--- config.mk ---
export PLATFORM = sky130hd
export DESIGN_NAME = instr_fetch
export DESIGN_NICKNAME = d
export VERILOG_FILES = /design/src/rtl/seq_pkg.sv /design/src/rtl/instr_fetch.sv
export VERILOG_INCLUDE_DIRS = /design/src /design/src/rtl
export SDC_FILE = /design/constraint.sdc
export NUM_CORES = 2
export LEC_CHECK = 0
export ABC_AREA = 1
export BUFFER_PORTS_ARGS = -buffer_cell sky130_fd_sc_hd__buf_2
export CAP_MARGIN = 20
export CORE_UTILIZATION = 31
export DETAILED_ROUTE_END_ITERATION = 8
export GPL_TIMING_DRIVEN = 0
export PLACE_DENSITY_LB_ADDON = 0.05
export SLEW_MARGIN = 15
export SYNTH_ARGS = -nofsm -noshare
export SYNTH_HDL_FRONTEND = slang
export SYNTH_SLANG_ARGS = --single-unit
--- constraint.sdc ---
create_clock -name clk_i -period 6.3 [get_ports clk_i]
set_input_delay 0.63 -clock clk_i [delete_from_list [all_inputs] [get_ports clk_i]]
set_output_delay 0.63 -clock clk_i [all_outputs]
set_load 0.1 [all_outputs]
--- src/rtl/seq_settings.svh ---
`ifndef SEQ_SETTINGS_SVH
`define SEQ_SETTINGS_SVH

// program memory holds this many 32-bit words
`define SEQ_IMEM_DEPTH  64
`define SEQ_IMEM_ADDR_W 6

// data RAM word index width, so the RAM holds 256 words
`define SEQ_DMEM_ADDR_W 8

// word index of the first instruction after reset
`define SEQ_BOOT_ADDR   0

// pseudo peripherals sit outside the data RAM window, which is top nibble zero
`define SEQ_STDOUT_ADDR 32'h1000_0000
`define SEQ_EXIT_ADDR   32'h2000_0000

`endif

--- src/rtl/seq_pkg.sv ---
package seq_pkg;

    // 4-bit opcodes in the top nibble of every instruction
    // opcode 0 and anything above OP_BNE behave as a no-op
    localparam logic [3:0] OP_LUI  = 4'h1;
    localparam logic [3:0] OP_ADDI = 4'h2;
    localparam logic [3:0] OP_ADD  = 4'h3;
    localparam logic [3:0] OP_SUB  = 4'h4;
    localparam logic [3:0] OP_LW   = 4'h5;
    localparam logic [3:0] OP_SW   = 4'h6;
    localparam logic [3:0] OP_BNE  = 4'h7;

    // eight architectural registers where r0 reads as zero
    typedef logic [2:0] reg_idx_t;

    // the same word is read either as a register-register op or as an
    // op with a 16-bit immediate
    // the leading fields line up in both views
    typedef union packed {
        struct packed {
            logic [3:0]  opcode;
            reg_idx_t    rd;
            reg_idx_t    rs1;
            reg_idx_t    rs2;
            logic [18:0] pad;
        } rtype;
        struct packed {
            logic [3:0]  opcode;
            reg_idx_t    rd;
            reg_idx_t    rs1;
            logic [5:0]  pad;
            logic [15:0] imm;
        } itype;
    } instr_u;

endpackage

--- src/rtl/instr_fetch.sv ---
`timescale 1ns/1ps
`include "seq_settings.svh"

module instr_fetch
    import seq_pkg::*;
(
    input  logic                         clk_i,
    input  logic                         rst_i,

    // program load port which is only used while fetch is disabled
    input  logic                         prog_we_i,
    input  logic [`SEQ_IMEM_ADDR_W-1:0]  prog_addr_i,
    input  logic [31:0]                  prog_data_i,

    // fetch request from the core
    input  logic                         fetch_req_i,
    input  logic [`SEQ_IMEM_ADDR_W-1:0]  pc_i,

    output instr_u                       instr_o,
    output logic                         instr_valid_o
);

    logic [31:0] imem_q [`SEQ_IMEM_DEPTH];
    logic        valid_q;
    instr_u      instr_q;

    // the load port has its own write path into the program memory
    always_ff @(posedge clk_i) begin
        if (prog_we_i) begin
            imem_q[prog_addr_i] <= prog_data_i;
        end
    end

    // the word is only updated on a fetch, so it stays stable while the
    // core waits on a data access
    always_ff @(posedge clk_i) begin
        if (fetch_req_i) begin
            instr_q <= imem_q[pc_i];
        end
    end

    always_ff @(posedge clk_i) begin
        if (rst_i) begin
            valid_q <= 1'b0;
        end else begin
            valid_q <= fetch_req_i;
        end
    end

    assign instr_o       = instr_q;
    assign instr_valid_o = valid_q;

    // the program must not be rewritten while the core is fetching from it
    a_no_load_during_fetch: assert property (
        @(posedge clk_i) disable iff (rst_i)
        fetch_req_i |-> !prog_we_i
    ) else $error("program load while a fetch is requested");

endmodule

# Yosys cells after proc, flatten, opt, wreduce, memory -nomap -nowiden
# Memories as Yosys holds them, arrays and structs flattened. A register that Yosys moved wholly into a read port is not among the register bits.
# Cells that the tools add are included.
# word_totals
regBits	1
ramBits	2048
input_bits	48
out_inout_bits	33
wordCells	4
mem_count	1
# op_classes
muxes	2
# mem_list
memory	depth	word_bits	rd	rd_ports_with_merged_regs	write_ports	line	source
imem_q	64	32	1	1	1	instr_fetch.sv:23	logic [31:0] imem_q [`SEQ_IMEM_DEPTH];
# op_table
cell	count
1-bit two-way mux	2

# Longest topological paths before layout
# depth
depth_word	2
ltp_mapped	13

# Worst setup path before layout
# Ideal clock, no wire load.
# synth_path
kind	input -> register
startpoint	in prog_we_i
endpoint	mem imem_q[48][0], enable pin
arrival_ns	4.258
required_time_ns	5.798
slack_ns	1.540
stages	3
path_buffers	1
cell_sequence	clkbuf_1 > nand4_1 > nor4_1
# synth_via
elab_chain_len	2
# synth_lines
item	line	source
from (decl)	instr_fetch.sv:11	input logic prog_we_i,
1-bit two-way mux	instr_fetch.sv:29	if (prog_we_i) begin
1-bit two-way mux (implied by the code)	instr_fetch.sv:30	imem_q[prog_addr_i] <= prog_data_i;
to (decl)	instr_fetch.sv:23	
# Every way passes these cells.

==> results.sh <==
export IMPL_core_mm2=0.266
export IMPL_postRouteAntennaNets=0
export IMPL_outcome="completed"
export IMPL_crit_top_cell="nand3_1"
export IMPL_path_class="primary input to flop"
export IMPL_cts_tree="built"
export IMPL_fp_dieH_um=520
export IMPL_relSlewSlack_pct=17.4
export IMPL_io_buffer_count=72
export IMPL_stdcell_count=11100
export IMPL_die_area_mm2=0.270
export IMPL_post_cts_buffers=0
export IMPL_final_cell_mix="2258 x nand2_1, 2080 x edfxtp_1, 1902 x nand3_1"
export IMPL_timing_final_crit_share_pct=55.0
export IMPL_yosys_warnings=0
export IMPL_hold_slack_ns=0.120
export IMPL_cp_cell_sequence="buf_2 > inv_2 > buf_2 > buf_2 > nand3_1 > nand3_1 > nand3_1 > nand3_1 > nand2_1 > nand2_1 > nand2_1"
export IMPL_critPathCaptureType="flop"
export IMPL_drc=0
export IMPL_leakage_nw=35.3
export IMPL_finalMaxSlewViolations=0
export IMPL_setup_violations=0
export IMPL_insertion_delay_ns=0.92
export IMPL_postSynthCellCount=6777
export IMPL_syn_nets=6825
export IMPL_switchingPower_mw=7.92
export IMPL_setup_ws_ns=2.84
export IMPL_final_setup_tns_ns=0
export IMPL_final_common_cell="nand2_1"
export IMPL_gr_total_overflow=0
export IMPL_viasPerCell=5.28
export IMPL_ir_drop_uv=228
export IMPL_power_frac_clock_pct=42.4
export IMPL_slowest_delay_ns=0.68
export IMPL_place_inst=10600
export IMPL_dr_pass1_iters=6
export IMPL_die_w_um=520
export IMPL_rows=189
export IMPL_numCtsBuffers=239
export IMPL_syn2layout_area_growth_pct=20.1
export IMPL_cts_clk_slew_worst_paths_ns=0.06
export IMPL_htreeDepth=4
export IMPL_ys_seq_area_share_pct=75.1
export IMPL_cp_max_fo=10
export IMPL_max_clock_freq_ghz=0.289
export IMPL_finalHoldViolCount=0
export IMPL_io_pins=81
export IMPL_synth_area_mm2=0.0832
export IMPL_ys_types=15
export IMPL_avgSynthCellArea_um2=12.3
export IMPL_cts_sinks=2081
export IMPL_ys_ff_latch=2081
export IMPL_grt_pass1_vias=54400
export IMPL_hold_buffers=2
export IMPL_routed_wl_mm=377
export IMPL_grt_max_degree=65
export IMPL_dp_slack_ns=2.06
export IMPL_drive_gt1_share_pct=13.5
export IMPL_groute_usage_overall_pct=27.4
export IMPL_seqPwrFrac_pct=49.3
export IMPL_initial_core_util_pct=31.3
export IMPL_ctsResizeCount=0
export IMPL_cpLargestDelayFamily="buffers and inverters"
export IMPL_power_density_mw_per_mm2=313
export IMPL_grt_pass1_wl_mm=499
export IMPL_start_kind="primary input"
export IMPL_vias=58400
export IMPL_hp_class="primary input to flop"
export IMPL_worstPathArrival_ns=4.03
export IMPL_p_sw_share_pct=25.4
export IMPL_crit_buf_inv=4
export IMPL_final_area_mm2=0.0998
export IMPL_drt_wirelength_per_cell_um=34.1
export IMPL_drt_initial_drc_count=7518
export IMPL_ctsLongestPathBuffers=4
export IMPL_cts_root_buffer="clkbuf_16"
export IMPL_place_area_mm2=0.0926
export IMPL_p_int_mw=23.3
export IMPL_nets=7369
export IMPL_worst_pin_slew_ns=1.24
export IMPL_required_ns=6.86
export IMPL_slowest_stage="buf_2"
export IMPL_globalplace_congestion=0.914
export IMPL_p_comb_share_pct=8.3
export IMPL_hpwlAfterDp_mm=274
export IMPL_drv_cap=0
export IMPL_antenna_found_initial=45
export IMPL_clock_skew_ns=0.0472
export IMPL_finalCriticalPeriod_ns=3.46
export IMPL_rsz0062_at_grt="false"
## layer usage
| layer | vias to the layer above | wire length (µm) | global-route usage, % |
|---|---|---|---|
| met5 | - | 13 | 0 |
| met3 | 480 | 23900 | 3.33 |
| met2 | 2418 | 174000 | 43.5 |
| li1 | 25400 | - | - |
| met1 | 30100 | 165000 | 38.7 |
| met4 | 2 | 14500 | 9.82 |
## final cells by class
cell class / instances / area, µm²
Antenna cell: 18 / 45.0
Buffer: 449 / 2320
Clock buffer: 293 / 6250
Clock inverter: 135 / 910
Fill cell: 25800 / 166000
Inverter: 13 / 51.3
Multi-Input combinational cell: 4234 / 18800
Sequential cell: 2081 / 62500
Tap cell: 3533 / 4420
Timing Repair Buffer: 303 / 4570
## kinds of logic after synthesis
| group | Yosys count | synth area share [%] |
|---|---|---|
| buf+inv | 462 | 2.83 |
| flops | 2081 | 75.1 |
| simple gates | 4234 | 22.0 |
## power by group through the flow
stage               combinational, mW  clock, mW  sequential [mW]
floorplan                       0.946          0             15.8
global placement                 2.45          0             15.7
detailed placement               2.58          0             15.7
CTS                              2.58       13.4             15.4
global route                     2.69       13.9             15.4
finish                           2.59       13.2             15.4
## final timing paths
path / from / endpoint / slack, ns / cells past startpoint
setup reg to reg: imem_q[55][19] / instr_o[19] / 3.90 / 8
hold / removal: prog_data_i[23] / imem_q[45][23] / 0.12 / 1
hold reg to reg: imem_q[60][31] / instr_o[31] / 1.09 / 8
setup / recovery: pc_i[1] / instr_o[23] / 2.84 / 11
## flip-flops by register name, summed over array words and instances, names as in the netlist
| register | cells |
|---|---|
| imem_q | 2048 |
| instr_o | 32 |
| instr_valid_o | 1 |
## synthesized netlist by cell type, drive strengths merged
| cell | n | area, µm² |
|---|---|---|
| nand2 | 2258 | 8480 |
| nand3 | 1902 | 9520 |
| edfxtp | 2080 | 62500 |
| inv | 13 | 51.3 |
| clkbuf | 75 | 282 |
| buf | 374 | 2020 |
| dfxtp | 1 | 20.0 |
| nor4 | 8 | 50.1 |
| nor2 | 57 | 214 |
| nand4 | 9 | 56.3 |
## worst reg2reg max path: stages (launching register included)
cell and delay (ns):
edfxtp_1 0.35, nand2_1 0.07, nand3_1 0.08, nand3_1 0.23
nand3_1 0.23, nand3_1 0.45, nand2_1 0.21, nand2_1 0.22
nand2_1 0.26
## metrics by stage
stage	utilization, %	power [mW]
floorplan	-	16.8
CTS	37.5	31.4
finish	37.5	31.2
global placement	33.1	18.2
global route	37.5	32.0
detailed placement	34.8	18.2
(Power assumes the default switching activity.)
